===== src/design/cpu_pkg.sv =====
`default_nettype none

package cpu_pkg;

  // datapath
  localparam int xlen = 32;  // data and instruction width

  // register file
  localparam int reg_aw = 4;  // register index width
  localparam int num_regs = 16;  // x0..x15, x0 hardwired to zero

  // program rom
  localparam int imem_aw = 6;  // rom word address width
  localparam int imem_depth = 64;  // rom words

  // data memory, word addressed
  localparam int dmem_aw = 6;  // data word address width
  localparam int dmem_depth = 64;  // data words

  // instruction queue between fetch and execute
  localparam int queue_aw = 2;  // pointer width
  localparam int queue_depth = 4;  // entries

  // instruction word layout
  //   imm[31:20] rs2[19:16] rs1[15:12] rd[11:8] opt[7:4] opcode[3:0]
  localparam int imm_lsb = 20;  // sign extended immediate
  localparam int rs2_lsb = 16;  // second source
  localparam int rs1_lsb = 12;  // first source
  localparam int rd_lsb = 8;  // destination
  localparam int op_lsb = 0;  // opcode
  localparam int imm_w = 12;  // immediate width
  localparam int op_w = 4;  // opcode width

  // opcodes, anything else executes as a no-op
  localparam logic [op_w-1:0] op_addi = 4'h0;  // rd = rs1 + imm
  localparam logic [op_w-1:0] op_add = 4'h1;  // rd = rs1 + rs2
  localparam logic [op_w-1:0] op_lw = 4'h4;  // rd = mem[rs1 + imm]
  localparam logic [op_w-1:0] op_sw = 4'h5;  // mem[rs1 + imm] = rs2
  localparam logic [op_w-1:0] op_halt = 4'hA;  // stop and raise halted

endpackage

`default_nettype wire


===== src/design/fetch_unit.sv =====
`default_nettype none

module fetch_unit (
  input  logic                        clk,
  input  logic                        rst_n,
  // program load, used while reset is held
  input  logic                        prog_we,
  input  logic [cpu_pkg::imem_aw-1:0] prog_addr,
  input  logic [cpu_pkg::xlen-1:0]    prog_data,
  // queue side
  input  logic                        full,
  output logic                        push_en,
  output logic [cpu_pkg::xlen-1:0]    push_word
);

  logic [cpu_pkg::xlen-1:0]    rom [cpu_pkg::imem_depth];  // program store, no reset
  logic [cpu_pkg::imem_aw-1:0] pc;  // word address of next fetch
  logic                        done;  // halt already pushed
  logic                        is_halt;  // word at pc is a halt

  // loader port, one word per cycle
  always_ff @(posedge clk) begin
    if (prog_we) begin
      rom[prog_addr] <= prog_data;
    end
  end

  assign push_word = rom[pc];  // combinational rom read at pc
  assign is_halt = (push_word[cpu_pkg::op_lsb +: cpu_pkg::op_w] == cpu_pkg::op_halt);

  // keep pushing until halt has gone out, stall on full
  assign push_en = !done && !full;

  always_ff @(posedge clk) begin
    if (!rst_n) begin
      pc   <= '0;  // restart at word 0
      done <= 1'b0;
    end else if (push_en) begin
      pc <= pc + 1'b1;  // advance only on an accepted push
      if (is_halt) begin
        done <= 1'b1;  // words after halt never leave fetch
      end
    end
  end

  // once halt is out the pc is frozen until the next reset
  a_pc_frozen: assert property (
    @(posedge clk) disable iff (!rst_n)
    done |=> $stable(pc) && done
  ) else $error("fetch pc moved after halt was pushed");

endmodule

`default_nettype wire


===== config.mk =====
export PLATFORM = sky130hd
export DESIGN_NAME = fetch_unit
export DESIGN_NICKNAME = d
export VERILOG_FILES = /design/src/design/cpu_pkg.sv /design/src/design/fetch_unit.sv
export SDC_FILE = /design/constraint.sdc
export NUM_CORES = 2
export LEC_CHECK = 0
export ABC_AREA = 1
export CORE_UTILIZATION = 63
export DETAILED_ROUTE_END_ITERATION = 10
export DONT_BUFFER_PORTS = 1
export PLACE_DENSITY_LB_ADDON = 0.15
export SKIP_LAST_GASP = 1
export SYNTH_ARGS = -nofsm -noshare
export SYNTH_HDL_FRONTEND = slang
export SYNTH_SLANG_ARGS = --single-unit

===== constraint.sdc =====
create_clock -name clk -period 5.7 [get_ports clk]
set_input_delay 1.14 -clock clk [delete_from_list [all_inputs] [get_ports clk]]
set_output_delay 1.14 -clock clk [all_outputs]
set_load 0.1 [all_outputs]

==> impl_metrics.yaml <==
final_layout:
  stdcell_area_um2: 89800
  final_layout_size_suffix_gt1_share_pct: 9.336
  num-nets-final: 6157
  area_growth_pct: 11.01
  antenna_cells: 0
min_path:
  hold_class: "input pin to flop"
  min-delay-start: "prog_data[14]"
  hold_depth: 0
  hold_end: "rom[12][14]"
critical_path:
  endpoint_kind: "output port"
  timing_worst_setup_path_type: "flop to output port"
  reg2reg_slack_ns: 2.18
  critPathMaxFanout: 158
  critPathLaunchType: "flop"
  r2r_end: "done"
  required_ns: 4.56
  arrival_ns: 4.25
  worst_r2r_path_depth: 15
cts:
  cts_setup_buffers: 0
  cts_root_buffer: "clkbuf_16"
  numClockSinks: 2061
  path_clk_slew_ns: 0.06
  ctsResizeCount: 0
  clk_path_buf_depth: 3
  cts_tree: "built"
  hold_buffers: 0
  clock_latency_ns: 0.83
  htree_levels: 4
  cts-buffers-inserted: 200
synthesis:
  yosys_register_bits: 2061
  syn_inst: 6157
  ys_seq_area_share_pct: 76.35
  syn-num-nets: 6200
  yosys_warnings: 0
  synth_area_um2: 80890
  avgSynthCellArea_um2: 13.14
  yosysUniqueCellTypes: 29
global_route:
  first_global_vias: 50017
  grt_max_degree: 159
  grt_use_total_pct: 34.57
  grt_pass1_wl_um: 328100
  gr-total-overflow: 0
  antenna_found_initial: 2
drt:
  via_per_inst: 6.679
  drt-initial-drc-count: 8075
  postRouteAntennaNets: 0
  wl_per_cell_um: 28.53
  num_vias: 53021
  totalWireLength_um: 226500
  drc_errors: 0
  firstDrtPassIters: 6
run_status:
  status: "finished clean"
placement:
  gp_congestion: 0.8884
  dp_hpwl_um: 117800
  io_buffer_count: 0
  dpl_cell_area_um2: 83370
power_and_ir_drop:
  p_total_uw: 32430
  p_per_area_nw_per_um2: 361.2
  leakage_uw: 0.02906
  ir_drop_mv: 0.3486
sta:
  worst_slew_pin_slew_ns: 1.221
  finalSetupViolations: 0
  period_minus_slack_ns: 5.390
  fin_skew_ns: 0.02197
  slew_violations: 0
  finalCritPeriodShare_pct: 94.56
  setup_tns_ns: 0
  rsz0062_at_grt: "false"
  final-hold-violation-count: 0
  max-slew-margin-rel_pct: 18.50
  fmax_mhz: 185.5
die:
  die_x_um: 360.3
  io_pins: 75
  num_rows: 131
  start_util_pct: 63.43
  coreArea_um2: 127500
  die_area_um2: 129800
  die_h_um: 360.3
flow_run:
  maxCapViolCount: 0
[cells in the mapped netlist]
cell type | count | area share, %
buf_1 | 18 | 0.084
ha_1 | 1 | 0.015
inv_4 | 1 | 0.0077
inv_1 | 18 | 0.084
clkbuf_2 | 2 | 0.012
edfxtp_1 | 2048 | 76
and3_1 | 3 | 0.023
buf_4 | 45 | 0.42
o211ai_1 | 5 | 0.046
or2_1 | 3 | 0.023
nor3_1 | 6 | 0.037
buf_6 | 20 | 0.28
inv_2 | 2 | 0.0093
clkinv_1 | 1 | 0.0046
nand2_1 | 449 | 2.1
o31ai_1 | 5 | 0.046
nor4_1 | 8 | 0.062
dfxtp_1 | 13 | 0.32
o22ai_1 | 524 | 4.1
nand3_1 | 309 | 1.9
o221ai_1 | 6 | 0.065
a21oi_1 | 23 | 0.14
clkbuf_1 | 240 | 1.1
xnor2_1 | 1 | 0.011
o21ai_1 | 110 | 0.68
nand4_1 | 10 | 0.077
buf_2 | 123 | 0.76
nor2_1 | 1152 | 5.3
o21ai_0 | 1011 | 6.3
[how the worst max path moves through the flow]
stage,cells past startpoint,end,from
final,11,push_word[24],flop
after global routing,11,push_word[24],flop
after CTS,11,push_word[24],flop
after detailed placement,9,push_word[15],flop
after global placement,9,push_word[15],flop
after floorplan,3,rom[48][0],prog_we
[where the power goes]
part	switching, uW	internal, uW
clock	5590	7480
combinational	1850	699
sequential	50.7	16800
[registers in the layout, summed over array words and instances (netlist names), named ones only]
name and count:
done 1, pc 6, rom 2048
[cell usage in the layout (no fill, tap or decap), types with 6 or more instances in the layout]
cell,synthesis,layout
nor2_1,1152,1095
inv_1,18,17
buf_4,45,171
nor4_2,0,8
bufinv_16,0,18
nor2_4,0,56
o21ai_2,0,27
dfxtp_1,13,7
clkbuf_1,240,39
a21oi_1,23,22
o221ai_1,6,6
edfxtp_1,2048,2048
buf_12,0,32
clkinv_2,0,41
nand4_1,10,10
nand3_1,309,309
nor3_1,6,6
o22ai_1,524,524
o21ai_1,110,83
o21ai_0,1011,1011
clkbuf_16,0,209
nand2_1,449,449
clkinv_1,1,47
[layer usage]
layer | vias up | track usage (%) | share of wire [%]
li1 | 22838 | - | -
met1 | 26142 | 48.37 | 38
met2 | 3471 | 53.40 | 46
met3 | 570 | 7.483 | 12
met4 | 0 | 14.14 | 4.0
met5 | - | 0 | 0
[cell type report]
class                      count  area (um2)
multi-input combinational   3626       17470
clock buffer                 248        5376
sequential                  2061       61780
fill                        8550       37720
tap                         1662        2079
clock inverter               117        1054
inverter                      22       120.1
timing repair buffer         203        1924
[cells by family after synthesis]
logic type	synth area share [%]
compound gates	11.29
xor+xnor	0.01083
fa+ha+maj	0.01547
buf+inv	2.772
flops	76.35
simple gates	9.564
[critical path, cell delays in order (launching register included)]
cell and delay (ns):
dfxtp_4 0.56, inv_16 0.51, buf_12 0.44, o21ai_0 0.21, o22ai_1 0.17, o21ai_0 0.10, o22ai_1 0.15, nand2_1 0.11
nand2_1 0.10, nand2_1 0.21, o21ai_2 0.21, buf_4 0.34
[per-stage QoR]
stage / utilization (%) / instances / setup WS, ns / hold WS, ns
3_3_place_gp: 65.38 / 7574 / 1.299 / 0.4617
3_5_place_dp: 65.38 / 7574 / 1.309 / 0.4698
4_1_cts: 70.42 / 7939 / 0.3764 / 0.3611
2_1_floorplan: - / 6157 / 0.4300 / 0.4428
6_report: 70.42 / 7939 / 0.3099 / 0.4047
5_1_grt: 70.42 / 7939 / 0.1070 / 0.3781
No activity file was read; power rests on OpenSTA's default activity.
