**config.mk**
```make
export PLATFORM = sky130hd
export DESIGN_NAME = inst_queue
export DESIGN_NICKNAME = d
export VERILOG_FILES = /design/src/design/cpu_pkg.sv /design/src/design/inst_queue.sv
export SDC_FILE = /design/constraint.sdc
export NUM_CORES = 1
export LEC_CHECK = 0
export ABC_CLOCK_PERIOD_IN_PS = 1900
export BUFFER_PORTS_ARGS = -buffer_cell sky130_fd_sc_hd__buf_4
export CORE_MARGIN = 5
export CORE_UTILIZATION = 40
export DETAILED_ROUTE_END_ITERATION = 6
export MAX_ROUTING_LAYER = met4
export PLACE_DENSITY = 0.63
export SETUP_SLACK_MARGIN = 0.15
export SYNTH_ARGS = -nofsm -noshare
export SYNTH_HDL_FRONTEND = slang
export SYNTH_SLANG_ARGS = --single-unit
```
**constraint.sdc**
```tcl
create_clock -name clk -period 1.9 [get_ports clk]
set_input_delay 0.38 -clock clk [delete_from_list [all_inputs] [get_ports clk]]
set_output_delay 0.38 -clock clk [all_outputs]
set_load 0.02 [all_outputs]
```
**src/design/cpu_pkg.sv**
```systemverilog
`default_nettype none

package cpu_pkg;

  // datapath
  localparam int xlen = 32;  // data and instruction width

  // register file
  localparam int reg_aw = 4;  // register index width
  localparam int num_regs = 16;  // x0..x15, x0 hardwired to zero

  // program rom
  localparam int imem_aw = 6;  // rom word address width
  localparam int imem_depth = 64;  // rom words

  // data memory, word addressed
  localparam int dmem_aw = 6;  // data word address width
  localparam int dmem_depth = 64;  // data words

  // instruction queue between fetch and execute
  localparam int queue_aw = 2;  // pointer width
  localparam int queue_depth = 4;  // entries

  // instruction word layout
  //   imm[31:20] rs2[19:16] rs1[15:12] rd[11:8] opt[7:4] opcode[3:0]
  localparam int imm_lsb = 20;  // sign extended immediate
  localparam int rs2_lsb = 16;  // second source
  localparam int rs1_lsb = 12;  // first source
  localparam int rd_lsb = 8;  // destination
  localparam int op_lsb = 0;  // opcode
  localparam int imm_w = 12;  // immediate width
  localparam int op_w = 4;  // opcode width

  // opcodes, anything else executes as a no-op
  localparam logic [op_w-1:0] op_addi = 4'h0;  // rd = rs1 + imm
  localparam logic [op_w-1:0] op_add = 4'h1;  // rd = rs1 + rs2
  localparam logic [op_w-1:0] op_lw = 4'h4;  // rd = mem[rs1 + imm]
  localparam logic [op_w-1:0] op_sw = 4'h5;  // mem[rs1 + imm] = rs2
  localparam logic [op_w-1:0] op_halt = 4'hA;  // stop and raise halted

endpackage

`default_nettype wire

```
**src/design/inst_queue.sv**
```systemverilog
`default_nettype none

module inst_queue (
  input  logic                     clk,
  input  logic                     rst_n,
  // producer side
  input  logic                     push_en,
  input  logic [cpu_pkg::xlen-1:0] push_word,
  output logic                     full,
  // consumer side, show-ahead
  input  logic                     pop_en,
  output logic [cpu_pkg::xlen-1:0] head_word,
  output logic                     empty
);

  logic [cpu_pkg::xlen-1:0]     mem [cpu_pkg::queue_depth];  // entry storage
  logic [cpu_pkg::queue_aw-1:0] rd_ptr;  // head entry
  logic [cpu_pkg::queue_aw-1:0] wr_ptr;  // next free slot
  logic [cpu_pkg::queue_aw:0]   count;  // occupancy, one extra bit for full

  // storage write, payload only
  always_ff @(posedge clk) begin
    if (push_en) begin
      mem[wr_ptr] <= push_word;
    end
  end

  // pointers wrap on their own since depth is a power of two
  always_ff @(posedge clk) begin
    if (!rst_n) begin
      rd_ptr <= '0;
      wr_ptr <= '0;
      count  <= '0;
    end else begin
      if (push_en) begin
        wr_ptr <= wr_ptr + 1'b1;
      end
      if (pop_en) begin
        rd_ptr <= rd_ptr + 1'b1;
      end
      case ({push_en, pop_en})
        2'b10:   count <= count + 1'b1;  // push only
        2'b01:   count <= count - 1'b1;  // pop only
        default: count <= count;  // idle, or push and pop together
      endcase
    end
  end

  assign head_word = mem[rd_ptr];  // valid whenever empty is low
  assign empty = (count == '0);
  assign full = (count == (cpu_pkg::queue_aw + 1)'(cpu_pkg::queue_depth));

  // fetch must honour full
  a_no_push_full: assert property (
    @(posedge clk) disable iff (!rst_n)
    full |-> !push_en
  ) else $error("push while queue full");

  // execute must honour empty
  a_no_pop_empty: assert property (
    @(posedge clk) disable iff (!rst_n)
    empty |-> !pop_en
  ) else $error("pop while queue empty");

  // a word pushed into an empty queue is at the head next cycle
  a_show_ahead: assert property (
    @(posedge clk) disable iff (!rst_n)
    (empty && push_en) |=> (!empty && head_word == $past(push_word))
  ) else $error("pushed word not at head one cycle later");

endmodule

`default_nettype wire

```
==> impl_metrics.toml, run 1 <==
[route]
drt-wirelength-per-cell_um = 18.9
dr.pass1.iters = 4
met1Wirelength_mm = 3.79
vias = 2355
viasPerCell = 4.83
drc = 0
wl_met3_um = 523
first_iter_violations = 142
drtAntennaViolNets = 0
top_layer = "met4"
met2WireLength_mm = 4.77
routed_wl_mm = 9.22

[global_routing]
grt_remaining_overflow = 0
grt_pass1_vias = 2605
grt_max_degree = 33
antenna_found_initial = 0
grt_usage = 0.135
grt_pass1_wl_mm = 14.0

[placement]
dp_hpwl_mm = 5.54
gp_congestion = 0.661
io_buffer_count = 69

[timing]
worstMarginPinSlew_ps = 526
hold_ws_ps = 162
setup_slack_ps = -203
rsz0062_at_grt = "yes"
timing.final.crit_period_ps = 2100
slew_violations = 0
setup_tns_ps = -4920
fmax_mhz = 476
hold_violations = 0
finClkSkew_ps = 4.45
fin_crit_sh = 1.11
finalSetupViolCount = 32
max_slew_margin = 0.649

[floorplanning]
dieArea_mm2 = 0.0151
io_pins = 70
die-height_um = 123
placeableCoreArea_mm2 = 0.0126
die_w_um = 123
rows = 41
initial_core_util = 0.406

[critical_path]
path_delay_family = "multiplexers"
crit_type = "flop to primary output"
worstPathArrival_ps = 1720
cp_slowest_stage_delay_ps = 560
crit_chain = "buf_12 -> mux4_2 -> buf_6"
path_buf_inv = 2
critPathMaxFanout = 11
crit_path_start_kind = "flop"
required_ps = 1520
cp_slowest_cell = "mux4_2"
cp-end-kind = "primary output"

[synthesis]
ys_warn_count = 0
ys_ff_latch = 137
postSynthAreaPerCell_um2 = 24.0
syn_nets = 255
synthCells = 213
ys_seq_area_frac = 0.788
ys_types = 21
netlist_area_mm2 = 0.00511

[finish]
area_growth_pct = 29.0
nets = 345
drive_gt1_frac = 0.459
fillerInstances = 1013
n_antenna_cell = 0
seqCellArea_mm2 = 0.00403
multi_input_area_um2 = 976

[run_status]
violations = "setup timing"
status = "complete, but fails checks"

[pwr]
total_leakage_power_nw = 2.27
vdd_drop_max_v = 0.000968
power_density_mw_per_mm2 = 1170

[clock_network]
cts_buffer_depth = 2
cts_tree = "done"
clk_latency_ps = 410
post_cts_buffers = 0
cts.clk_slew.worst_paths_ps = 60
cts_root_buf = "clkbuf_16"
cts_buffers = 17
cts_hold_buf = 0
h-tree-depth = 4
cts_sinks = 137

[flow_run]
cap_violations = 0

[min_path]
hold_class = "input port to flop"
## area by class of cell
cell class	count	share of cell area
sequential	137	0.611
inverter	6	0.00342
clock buffer	19	0.0657
tap	172	0.0326
clock inverter	13	0.0232
timing repair buffer	78	0.116
multi-input combinational	63	0.148
## final timing paths
path | start | to | slack (ps) | depth (start not counted)
setup / recovery | flop | head_word[24] | -200 | 3
setup reg to reg | count[0]$_SDFFE_PN0P_ | count[2]$_SDFFE_PN0P_ | 290 | 5
hold / removal | push_word[3] | mem[3][3]$_DFFE_PP_ | 160 | 1
hold reg to reg | count[2]$_SDFFE_PN0P_ | count[2]$_SDFFE_PN0P_ | 570 | 2
## cells by family (layout without fill, tap and decap cells)
group | count (synthesis) | after routing | synth area share
flops | 137 | 137 | 0.788
mux | 33 | 33 | 0.145
simple gates | 16 | 16 | 0.0184
buf+inv | 13 | 116 | 0.0213
fa+ha+maj | 6 | 6 | 0.0162
xor+xnor | 5 | 5 | 0.00857
compound gates | 3 | 3 | 0.00343
## timing repair
item	CTS	global route
endpoints found under the setup margin	96	32
gates cloned	1	0
gates resized for setup	41	0
## cell usage after synthesis
master,n,share of area
nand2_1,2,0.0015
buf_12,3,0.012
xor2_1,3,0.0051
mux4_2,30,0.13
o21ai_0,2,0.0020
and2_1,10,0.012
ha_1,5,0.012
fa_1,1,0.0039
xnor2_1,2,0.0034
buf_6,1,0.0022
nor3_1,1,0.00098
dfxtp_1,9,0.035
nor2b_1,1,0.0012
buf_2,3,0.0029
inv_1,6,0.0044
mux4_1,2,0.010
mux2i_1,1,0.0020
edfxtp_1,128,0.75
or3_1,1,0.0012
and3_1,1,0.0012
a21boi_0,1,0.0015
## registers in the layout, indices dropped and copies added (netlist names), named ones only
| signal | flops |
|---|---|
| count | 3 |
| wr_ptr | 2 |
| mem | 128 |
| rd_ptr | 2 |
## report_power, final
| part | total, mW | internal, mW | leakage [nW] | switching (mW) |
|---|---|---|---|---|
| clock network | 3.23 | 2.05 | 0.277 | 1.19 |
| logic | 0.945 | 0.482 | 0.744 | 0.463 |
| registers | 3.51 | 3.46 | 1.25 | 0.0457 |
| total | 7.69 | 5.99 | 2.27 | 1.69 |
## cells in the final DEF, fill, tap and decap left out, types with 3 or more instances in the layout
cell type,synthesis,routed
edfxtp_1,128,128
and2_1,10,6
buf_4,0,42
bufinv_16,0,3
dfxtp_1,9,7
buf_12,3,3
buf_6,1,32
clkinv_2,0,4
inv_1,6,6
clkinvlp_4,0,4
xor2_1,3,3
mux4_2,30,32
ha_1,5,5
clkbuf_16,0,17
## stage by stage
step | area, um2 | instances | setup WS, ps | power, mW | util
global placement | 5850 | 455 | 75.1 | 4.41 | 0.465
floorplan | 5110 | 213 | 178 | 4.07 | -
global route | 6590 | 488 | -246 | 7.96 | 0.524
detailed placement | 5850 | 455 | -59.1 | 4.43 | 0.465
CTS | 6590 | 488 | -222 | 7.78 | 0.524
finish | 6590 | 488 | -203 | 7.69 | 0.524
## per-layer routing
layer / global-route usage / vias to the layer above
li1: - / 1061
met1: 0.157 / 1223
met2: 0.217 / 63
met3: 0.0435 / 8
met4: 0.0581 / 0
met5: - / -
## worst reg2reg max path, cell delays in order, from the launching register on
cell and delay (ps):
dfxtp_1 360, inv_1 80, fa_1 430, xor2_1 160, or3_1 300, a21boi_0 190
Note: power is estimated with default switching activity, not from simulation.
==> run 2: changes to the inputs <==
Settings changed: SKIP_CTS_REPAIR_TIMING set to 1.
==> impl_metrics.toml, run 2 (synthesized netlist as in run 1, its figures left out) <==
[critical_path]
crit_path_start_kind = "flop"
reg2reg_from = "count[0]$_SDFFE_PN0P_"
worstPathArrival_ps = 1700
critPathMaxFanout = 11
cp-end-kind = "primary output"
crit_type = "flop to primary output"
worst-r2r-cell-count = 5
required_ps = 1520

[clock_network]
clk_latency_ps = 410
cts_buffers = 17
cts.clk_slew.worst_paths_ps = 60
cts_root_buf = "clkbuf_16"
cts_sinks = 137
cts_tree = "done"
h-tree-depth = 4
cts_buffer_depth = 2

[route]
drc = 0
routed_wl_mm = 9.24
drtAntennaViolNets = 0
dr.pass1.iters = 5
vias = 2354
first_iter_violations = 137
drt-wirelength-per-cell_um = 18.9
viasPerCell = 4.82

[finish]
layout.cells.most_common = "edfxtp_1"
reg_top3 = "mem: 128 flops, count: 3 flops"
largest_register_ff_count = 128
stdcell_count = 488
postLayoutCellArea_mm2 = 0.00657
regMostFlops = "mem"
drive_gt1_frac = 0.459
n_antenna_cell = 0
nets = 345
area_growth_pct = 28.7
final_cell_mix = "edfxtp_1, buf_4, mux4_2"

[placement]
gp_congestion = 0.661
dpl.cell_count = 455
placed_area_mm2 = 0.00585
dp_hpwl_mm = 5.54
io_buffer_count = 69

[global_routing]
grt_remaining_overflow = 0
grt_pass1_wl_mm = 13.6
grt_max_degree = 33
antenna_found_initial = 0
grt_usage = 0.131
grt_pass1_vias = 2577

[timing]
finalSetupViolCount = 32
slew_violations = 0
fin_crit_sh = 1.09
max_slew_margin = 0.644
timing.final.crit_period_ps = 2080
worstMarginPinSlew_ps = 534
setup_tns_ps = -4480
rsz0062_at_grt = "yes"
setup_slack_ps = -177
fmax_mhz = 482
hold_violations = 0
finClkSkew_ps = 5.38

[pwr]
power_density_mw_per_mm2 = 1170
total_leakage_power_nw = 2.27
vdd_drop_max_v = 0.000968
finalPower_mw = 7.67

[min_path]
hold_class = "input port to flop"
holdCritStartpoint = "push_word[3]"
worstHoldPathCells = 1

[floorplanning]
placeableCoreArea_mm2 = 0.0126
initial_core_util = 0.406
dieArea_mm2 = 0.0151
io_pins = 70
rows = 41
die-height_um = 123
die_w_um = 123

[run_status]
violations = "setup timing"
status = "complete, but fails checks"

[flow_run]
cap_violations = 0
-- run 2: changes by cell type in the layout (fill, tap and decap cells not counted) --
cell and change:
buf_6 -4, clkbuf_16 +1, buf_16 -1, buf_4 +4
-- run 2: final cells by class --
| cell class | instances | area, um2 |
|---|---|---|
| Timing Repair Buffer | 78 | 746 |
| Fill cell | 1012 | 5990 |
| Clock inverter | 13 | 153 |
| Multi-Input combinational cell | 63 | 976 |
| Inverter | 6 | 22.5 |
| Clock buffer | 19 | 433 |
| Tap cell | 172 | 215 |
| Sequential cell | 137 | 4030 |
-- run 2: path summary, 6_finish.rpt --
| check | slack (ps) | endpoint |
|---|---|---|
| max reg2reg | 290 | count[2]$_SDFFE_PN0P_ |
| max | -180 | head_word[24] |
| min reg2reg | 570 | count[2]$_SDFFE_PN0P_ |
| min | 160 | mem[3][3]$_DFFE_PP_ |
-- run 2: metrics by stage --
stage / utilization / hold slack [ps] / worst slack [ps]
2_1_floorplan: - / 473 / 178
3_3_place_gp: 0.465 / 493 / 75.1
3_5_place_dp: 0.465 / 567 / -59.1
4_1_cts: 0.512 / 148 / -325
5_1_grt: 0.523 / 148 / -234
6_report: 0.523 / 164 / -177
-- run 2: layer usage --
metal  share of wire  routed length, um  track usage
met4           0.014                128       0.0581
met1            0.42               3880        0.151
met5               0                  0            -
met3           0.057                527       0.0430
met2            0.51               4710        0.210
-- run 2: worst max-delay path, stage by stage (launching register included) --
cell and delay, ps:
dfxtp_4 390, buf_12 170, mux4_2 560, buf_6 160
-- run 2: power by group --
group	total (mW)	internal (mW)	switching, mW
Sequential	3.51	3.46	0.0441
Clock	3.23	2.05	1.19
Combinational	0.935	0.472	0.463
