--- src/design/cpu_pkg.sv ---
`default_nettype none

package cpu_pkg;

  // datapath
  localparam int xlen = 32;  // data and instruction width

  // register file
  localparam int reg_aw = 4;  // register index width
  localparam int num_regs = 16;  // x0..x15, x0 hardwired to zero

  // program rom
  localparam int imem_aw = 6;  // rom word address width
  localparam int imem_depth = 64;  // rom words

  // data memory, word addressed
  localparam int dmem_aw = 6;  // data word address width
  localparam int dmem_depth = 64;  // data words

  // instruction queue between fetch and execute
  localparam int queue_aw = 2;  // pointer width
  localparam int queue_depth = 4;  // entries

  // instruction word layout
  //   imm[31:20] rs2[19:16] rs1[15:12] rd[11:8] opt[7:4] opcode[3:0]
  localparam int imm_lsb = 20;  // sign extended immediate
  localparam int rs2_lsb = 16;  // second source
  localparam int rs1_lsb = 12;  // first source
  localparam int rd_lsb = 8;  // destination
  localparam int op_lsb = 0;  // opcode
  localparam int imm_w = 12;  // immediate width
  localparam int op_w = 4;  // opcode width

  // opcodes, anything else executes as a no-op
  localparam logic [op_w-1:0] op_addi = 4'h0;  // rd = rs1 + imm
  localparam logic [op_w-1:0] op_add = 4'h1;  // rd = rs1 + rs2
  localparam logic [op_w-1:0] op_lw = 4'h4;  // rd = mem[rs1 + imm]
  localparam logic [op_w-1:0] op_sw = 4'h5;  // mem[rs1 + imm] = rs2
  localparam logic [op_w-1:0] op_halt = 4'hA;  // stop and raise halted

endpackage

`default_nettype wire

--- src/design/exec_unit.sv ---
`default_nettype none

module exec_unit (
  input  logic                        clk,
  input  logic                        rst_n,
  // queue side
  input  logic [cpu_pkg::xlen-1:0]    head_word,
  input  logic                        empty,
  output logic                        pop_en,
  // register file read
  output logic [cpu_pkg::reg_aw-1:0]  rs1_idx,
  output logic [cpu_pkg::reg_aw-1:0]  rs2_idx,
  input  logic [cpu_pkg::xlen-1:0]    rs1_val,
  input  logic [cpu_pkg::xlen-1:0]    rs2_val,
  // register file write
  output logic                        wr_en,
  output logic [cpu_pkg::reg_aw-1:0]  wr_idx,
  output logic [cpu_pkg::xlen-1:0]    wr_data,
  // data memory
  output logic [cpu_pkg::dmem_aw-1:0] mem_addr,
  output logic                        mem_we,
  output logic [cpu_pkg::xlen-1:0]    mem_wdata,
  input  logic [cpu_pkg::xlen-1:0]    mem_rdata,
  // status
  output logic                        halted
);

  logic [cpu_pkg::op_w-1:0]  op;  // opcode field
  logic [cpu_pkg::imm_w-1:0] imm;  // raw immediate field
  logic [cpu_pkg::xlen-1:0]  imm_ext;  // sign extended immediate
  logic [cpu_pkg::xlen-1:0]  operand_b;  // second adder input
  logic [cpu_pkg::xlen-1:0]  sum;  // alu result or effective address
  logic                      is_load;  // lw at head
  logic                      halt_now;  // halt retiring this cycle

  // field slicing
  assign op = head_word[cpu_pkg::op_lsb +: cpu_pkg::op_w];
  assign imm = head_word[cpu_pkg::imm_lsb +: cpu_pkg::imm_w];
  assign rs1_idx = head_word[cpu_pkg::rs1_lsb +: cpu_pkg::reg_aw];
  assign rs2_idx = head_word[cpu_pkg::rs2_lsb +: cpu_pkg::reg_aw];
  assign wr_idx = head_word[cpu_pkg::rd_lsb +: cpu_pkg::reg_aw];  // rd

  assign imm_ext = {{(cpu_pkg::xlen - cpu_pkg::imm_w){imm[cpu_pkg::imm_w-1]}}, imm};

  // one adder serves add, addi and the lw/sw address
  assign operand_b = (op == cpu_pkg::op_add) ? rs2_val : imm_ext;
  assign sum = rs1_val + operand_b;

  assign mem_addr = sum[cpu_pkg::dmem_aw-1:0];  // word address, upper bits dropped
  assign mem_wdata = rs2_val;  // sw stores rs2
  assign is_load = (op == cpu_pkg::op_lw);
  assign wr_data = is_load ? mem_rdata : sum;

  // single cycle, in order, so a pop retires the head
  assign pop_en = !empty && !halted;

  always_comb begin
    wr_en    = 1'b0;
    mem_we   = 1'b0;
    halt_now = 1'b0;
    if (pop_en) begin
      case (op)
        cpu_pkg::op_addi,
        cpu_pkg::op_add,
        cpu_pkg::op_lw:   wr_en = 1'b1;  // write back to rd
        cpu_pkg::op_sw:   mem_we = 1'b1;  // store
        cpu_pkg::op_halt: halt_now = 1'b1;
        default:          ;  // unknown opcode retires as a no-op
      endcase
    end
  end

  // sticky until reset
  always_ff @(posedge clk) begin
    if (!rst_n) begin
      halted <= 1'b0;
    end else if (halt_now) begin
      halted <= 1'b1;
    end
  end

  // a retiring instruction writes either the register file or memory, never both
  a_one_writer: assert property (
    @(posedge clk) disable iff (!rst_n)
    !(mem_we && wr_en)
  ) else $error("register and memory write in the same cycle");

endmodule

`default_nettype wire

--- config.mk ---
export PLATFORM = sky130hd
export DESIGN_NAME = exec_unit
export DESIGN_NICKNAME = d
export VERILOG_FILES = /design/src/design/cpu_pkg.sv /design/src/design/exec_unit.sv
export SDC_FILE = /design/constraint.sdc
export NUM_CORES = 1
export LEC_CHECK = 0
export BUFFER_PORTS_ARGS = -buffer_cell sky130_fd_sc_hd__buf_2
export CAP_MARGIN = 25
export CORE_MARGIN = 2
export CORE_UTILIZATION = 42
export DETAILED_ROUTE_END_ITERATION = 10
export HOLD_SLACK_MARGIN = 0.12
export PLACE_DENSITY = 0.94
export SYNTH_ARGS = -nofsm -noshare
export SYNTH_HDL_FRONTEND = slang
export SYNTH_SLANG_ARGS = --single-unit
--- constraint.sdc ---
create_clock -name clk -period 4.35 [get_ports clk]
set_input_delay 0 -clock clk [delete_from_list [all_inputs] [get_ports clk]]
set_output_delay 0 -clock clk [all_outputs]
set_load 0.02 [all_outputs]
==> results.sh, run 1 <==
export IMPL_final_nets=751
export IMPL_combPwrFrac=0.987
export IMPL_top_layer_used="met4"
export IMPL_p_sw_uw=434
export IMPL_ys_types=55
export IMPL_p_int_uw=287
export IMPL_synth_seq_cells=1
export IMPL_io_pins=217
export IMPL_hold_end="halted$_SDFFE_PN0P_"
export IMPL_powerDensity_nw_per_um2=197
export IMPL_fmax_mhz=280
export IMPL_synth_seq_area_share=0.00695
export IMPL_clk_latency_ps=0
export IMPL_numPortBuffers=188
export IMPL_layout_cells_non_filler=663
export IMPL_drive_gt1_frac=0.372
export IMPL_first_pass_iters=4
export IMPL_grt_use_total=0.218
export IMPL_m1WireLength_mm=4.03
export IMPL_wl_met3_um=511
export IMPL_worstPathMaxFanout=32
export IMPL_die_area_um2=7530
export IMPL_die_w_um=86.8
export IMPL_placed_cells=651
export IMPL_end_kind="output pin"
export IMPL_synth_edff_count=0
export IMPL_regMostFlops="halted"
export IMPL_grt_pass1_vias=3144
export IMPL_via_per_inst=5.37
export IMPL_min_path_type="input pin to flip-flop"
export IMPL_tns_ps=0
export IMPL_fin_crit_sh=0.821
export IMPL_p_leak_nw=1.85
export IMPL_wirelength_mm=9.09
export IMPL_critPathRequiredTime_ps=4350
export IMPL_cts_resized_gates=0
export IMPL_largest_reg_flops=1
export IMPL_final_common_cell="buf_2"
export IMPL_syn_area_per_cell_um2=6.50
export IMPL_wl_per_cell_um=13.7
export IMPL_final_cell_mix="188 x buf_2, 92 x nand2_1, 54 x a21oi_1, 35 x nor2_1, 34 x ha_1"
export IMPL_rsz0062_at_grt="no"
export IMPL_status="complete, no violations"
export IMPL_synthTopCellsByArea="ha_1 15%, nand2_1 12%, buf_4 11%, a21oi_1 9.4%, nor2_1 4.6%"
export IMPL_reg2reg_depth=1
export IMPL_initial_core_util=0.428
export IMPL_r2r_start="halted$_SDFFE_PN0P_"
export IMPL_critical_path_arrival_ps=3570
export IMPL_via_count=3563
export IMPL_drv_slew=0
export IMPL_antennaDiodeCount=0
export IMPL_ys_warn_count=0
export IMPL_start_kind="input pin"
export IMPL_synth_ff_type="dfxtp_1"
export IMPL_gp_congestion=0.876
export IMPL_p_sw_frac=0.602
export IMPL_criticalPathCategory="input pin to output pin"
export IMPL_power_frac_seq=0.013
export IMPL_hold_viol=0
export IMPL_synth_top_cell_by_area="ha_1"
export IMPL_reg2reg_to="halted$_SDFFE_PN0P_"
export IMPL_holdPathStages=2
export IMPL_clockPowerShare=0
export IMPL_tightest_slew_ps=756
export IMPL_syn_nets=609
export IMPL_fp_row_count=30
export IMPL_r2r_slack_ps=3750
export IMPL_antenna_found_initial=0
export IMPL_grt_pass1_wl_mm=13.9
export IMPL_die_height_um=86.8
export IMPL_synthCells=443
export IMPL_dr_wl_met2_mm=4.44
export IMPL_netlist_area_um2=2880
export IMPL_worstHoldStart="rst_n"
export IMPL_irDropWorstVdd_uv=133
export IMPL_relSlewSlack=0.494
export IMPL_core_um2=6720
export IMPL_startpoint="head_word[1]"
export IMPL_path_clk_slew_ps=0
export IMPL_max_cap_viol_count=0
export IMPL_area_growth_synth_to_final_pct=27.0
export IMPL_grt_max_degree=33
export IMPL_skew_ps=0
export IMPL_setup_violations=0
export IMPL_remaining_drc_errors=0
export IMPL_drt_iter0_markers=141
export IMPL_async_reset_ff_frac=0
export IMPL_netlist_area_leader_share=0.148
export IMPL_layout_min_cycle_time_ps=3570
export IMPL_overflow=0
export IMPL_reg_top3="halted: 1 flops"
export IMPL_dpl_hpwl_mm=7.70
export IMPL_ant_nets=0
==> synthesized netlist by cell type (3+ instances only) <==
cell type  count
nand2_1       92
a21oi_1       54
buf_4         44
nor2_1        35
ha_1          34
o21ai_0       25
clkbuf_1      16
xor2_1        15
mux2_2        11
xnor2_1       11
nand3_1        8
nor3_1         8
a21o_1         7
nand4_1        6
o211ai_1       6
o21bai_1       6
a211oi_1       4
inv_1          4
o21a_1         4
and4b_1        3
nand2b_1       3
nor4b_1        3
o31ai_1        3
==> worst max path at each step <==
stage          cells after the start           to  slack, ps
2_1_floorplan                     12  wr_data[16]       1010
3_3_place_gp                      13  wr_data[18]        890
3_5_place_dp                      13  wr_data[18]        810
4_1_cts                           13  wr_data[18]        800
5_1_grt                           15  wr_data[18]        540
6_report                          13  wr_data[18]        780
==> stage by stage <==
stage	power, mW	hold slack (ps)	instance area (um2)	utilization	worst slack (ps)
3_3_place_gp	0.691	0.137	3530	0.525	889
5_1_grt	0.782	211	3660	0.544	544
3_5_place_dp	0.699	0.137	3540	0.526	812
4_1_cts	0.719	207	3660	0.544	797
2_1_floorplan	0.518	82.1	2880	-	1010
6_report	0.721	212	3660	0.544	778
==> cells by family (layout without fill, tap and decap cells) <==
kind of cell	Yosys count	count (layout)	synth area share
AO/OA/AOI/OAI	127	127	0.279
adder cells (fa/ha/maj)	35	35	0.155
flip-flops	1	1	0.00695
multiplexers	13	13	0.0500
XOR/XNOR	26	26	0.0791
AND/OR/NAND/NOR	172	172	0.276
buffers and inverters	69	209	0.154
==> power by group through the flow <==
stage | registers [mW] | logic, mW | clock network, mW
4_1_cts | 0.00973 | 0.709 | 0
3_5_place_dp | 0.00972 | 0.689 | 0
5_1_grt | 0.00974 | 0.772 | 0
3_3_place_gp | 0.00973 | 0.681 | 0
6_report | 0.00972 | 0.711 | 0
2_1_floorplan | 0.00995 | 0.508 | 0
==> area by class of cell <==
cell class / count / area, um2
multi-input cells: 373 / 2420
fillers: 681 / 3060
well taps: 80 / 100
repair buffers: 205 / 1100
inverters: 4 / 15.0
flip-flops and latches: 1 / 20.0
==> critical path: stages <==
cell,delay (ps)
buf_2,130
nor4b_4,310
buf_4,390
mux2_2,410
fa_1,470
a211oi_2,280
o211ai_1,140
a211oi_1,450
nor2_1,160
a311oi_1,390
xor2_1,200
o21ai_1,70
buf_2,160
==> what timing repair did <==
action | CTS | global route
buffers inserted | 0 | 0
endpoints found under the hold margin | 12 | 0
hold buffers | 12 | 0
==> layer usage <==
layer  global-route usage  vias to the layer above
met2                0.393                      138
met5                    0                        -
met4               0.0284                        0
met3              0.00952                       11
li1                     -                     1828
met1                0.292                     1586
No activity file was read; power rests on OpenSTA's default activity.
==> inputs of run 2 (changes only) <==
==> constraint.sdc (replaced) <==
create_clock -name clk -period 3.48 [get_ports clk]
set_input_delay 0 -clock clk [delete_from_list [all_inputs] [get_ports clk]]
set_output_delay 0 -clock clk [all_outputs]
set_load 0.02 [all_outputs]
==> results.sh, run 2 (synthesized netlist as in run 1, its figures left out) <==
export IMPL_layout_min_cycle_time_ps=3260
export IMPL_grt_max_degree=24
export IMPL_initial_core_util=0.428
export IMPL_fp_row_count=30
export IMPL_setup_violations=0
export IMPL_tns_ps=0
export IMPL_grt_pass1_vias=3181
export IMPL_antennaDiodeCount=0
export IMPL_tightest_slew_ps=872
export IMPL_dpl_hpwl_mm=8.13
export IMPL_path_clk_slew_ps=0
export IMPL_grt_use_total=0.230
export IMPL_grt_pass1_wl_mm=14.5
export IMPL_via_per_inst=5.55
export IMPL_irDropWorstVdd_uv=139
export IMPL_layout_cells_non_filler=666
export IMPL_remaining_drc_errors=0
export IMPL_drv_slew=0
export IMPL_drt_iter0_markers=196
export IMPL_die_area_um2=7530
export IMPL_antenna_found_initial=0
export IMPL_die_height_um=86.8
export IMPL_powerDensity_nw_per_um2=249
export IMPL_critical_path_arrival_ps=3260
export IMPL_via_count=3696
export IMPL_worstPathMaxFanout=16
export IMPL_io_pins=217
export IMPL_skew_ps=0
export IMPL_final_common_cell="buf_2"
export IMPL_end_kind="output pin"
export IMPL_reg_top3="halted: 1 flops"
export IMPL_fin_crit_sh=0.936
export IMPL_status="complete, no violations"
export IMPL_criticalPathCategory="input pin to output pin"
export IMPL_slowest_delay_ps=480
export IMPL_cp_common_cell="buf_2"
export IMPL_min_path_type="input pin to flip-flop"
export IMPL_overflow=0
export IMPL_fmax_mhz=307
export IMPL_critPathRequiredTime_ps=3480
export IMPL_hold_viol=0
export IMPL_clk_latency_ps=0
export IMPL_area_growth_synth_to_final_pct=28.6
export IMPL_die_w_um=86.8
export IMPL_p_leak_nw=1.87
export IMPL_regMostFlops="halted"
export IMPL_gp_congestion=0.958
export IMPL_drive_gt1_frac=0.379
export IMPL_wirelength_mm=9.65
export IMPL_crit_path_top_delay_cell="fa_1"
export IMPL_max_cap_viol_count=0
export IMPL_rsz0062_at_grt="no"
export IMPL_first_pass_iters=4
export IMPL_final_cell_area_um2=3700
export IMPL_wl_per_cell_um=14.5
export IMPL_dpl_cell_area_um2=3560
export IMPL_placed_cells=652
export IMPL_largest_reg_flops=1
export IMPL_path_cells="buf_2 > nor4b_4 > buf_6 > mux2_2 > fa_1 > a211oi_2 > o211ai_1 > a21oi_2 > o21a_2 > o21ai_2 > and4b_1 > or3_1 > buf_2"
export IMPL_r2r_slack_ps=2880
export IMPL_start_kind="input pin"
export IMPL_numPortBuffers=188
export IMPL_final_cell_mix="188 x buf_2, 92 x nand2_1, 53 x a21oi_1, 35 x nor2_1, 34 x ha_1"
export IMPL_ant_nets=0
export IMPL_core_um2=6720
export IMPL_relSlewSlack=0.417
export IMPL_final_nets=754
-- run 2: changes by cell type in the layout (fill, tap and decap cells not counted), sizes merged --
cell / delta
clkbuf: +1
buf: +2
-- run 2: power breakdown --
part,leakage [nW],internal [mW],switching [mW]
clock,0,0,0
combinational,1.86,0.354,0.555
sequential,0.00809,0.0120,0.000186
-- run 2: routing by layer --
metal	track usage	routed length (um)	share of wire	vias to the layer above
met5	0	0	0	-
met4	0.0511	217	0.022	0
met3	0.0162	588	0.061	18
met2	0.414	4830	0.50	170
met1	0.297	4020	0.42	1684
li1	-	-	-	1824
-- run 2: path summary, 6_finish.rpt --
path / start / end / cells after the start
setup reg to reg: halted$_SDFFE_PN0P_ / halted$_SDFFE_PN0P_ / 1
hold reg to reg: halted$_SDFFE_PN0P_ / halted$_SDFFE_PN0P_ / 1
hold / removal: rst_n / halted$_SDFFE_PN0P_ / 2
setup / recovery: head_word[1] / wr_data[28] / 13
-- run 2: critical path: cells and delay by family --
kind / cells / cell delay [ps]
AOI/OAI and AO/OA: 5 / 960
buffers and inverters: 3 / 530
muxes: 1 / 380
and+or+nand+nor: 3 / 890
adders and majority gates: 1 / 480
-- run 2: repair_timing --
action	CTS	global route
resized for setup	0	3
hold endpoints to repair	12	0
hold buffers	12	0
endpoints found under the setup margin	0	7
buffers inserted	0	1
-- run 2: cell type report --
class	count	area [um2]
fill	644	3020
multi-input combinational	373	2430
timing repair buffer	208	1140
tap	80	100
sequential	1	20.0
inverter	4	15.0
-- run 2: per-stage QoR --
stage / hold WS, ps / util / setup slack (ps) / power [mW]
CTS: 211 / 0.547 / 104 / 0.908
detailed placement: 0.137 / 0.529 / 123 / 0.883
global route: 213 / 0.551 / 33.2 / 0.993
global placement: 0.137 / 0.529 / 171 / 0.864
finish: 205 / 0.551 / 223 / 0.921
floorplan: 82.1 / - / 144 / 0.648
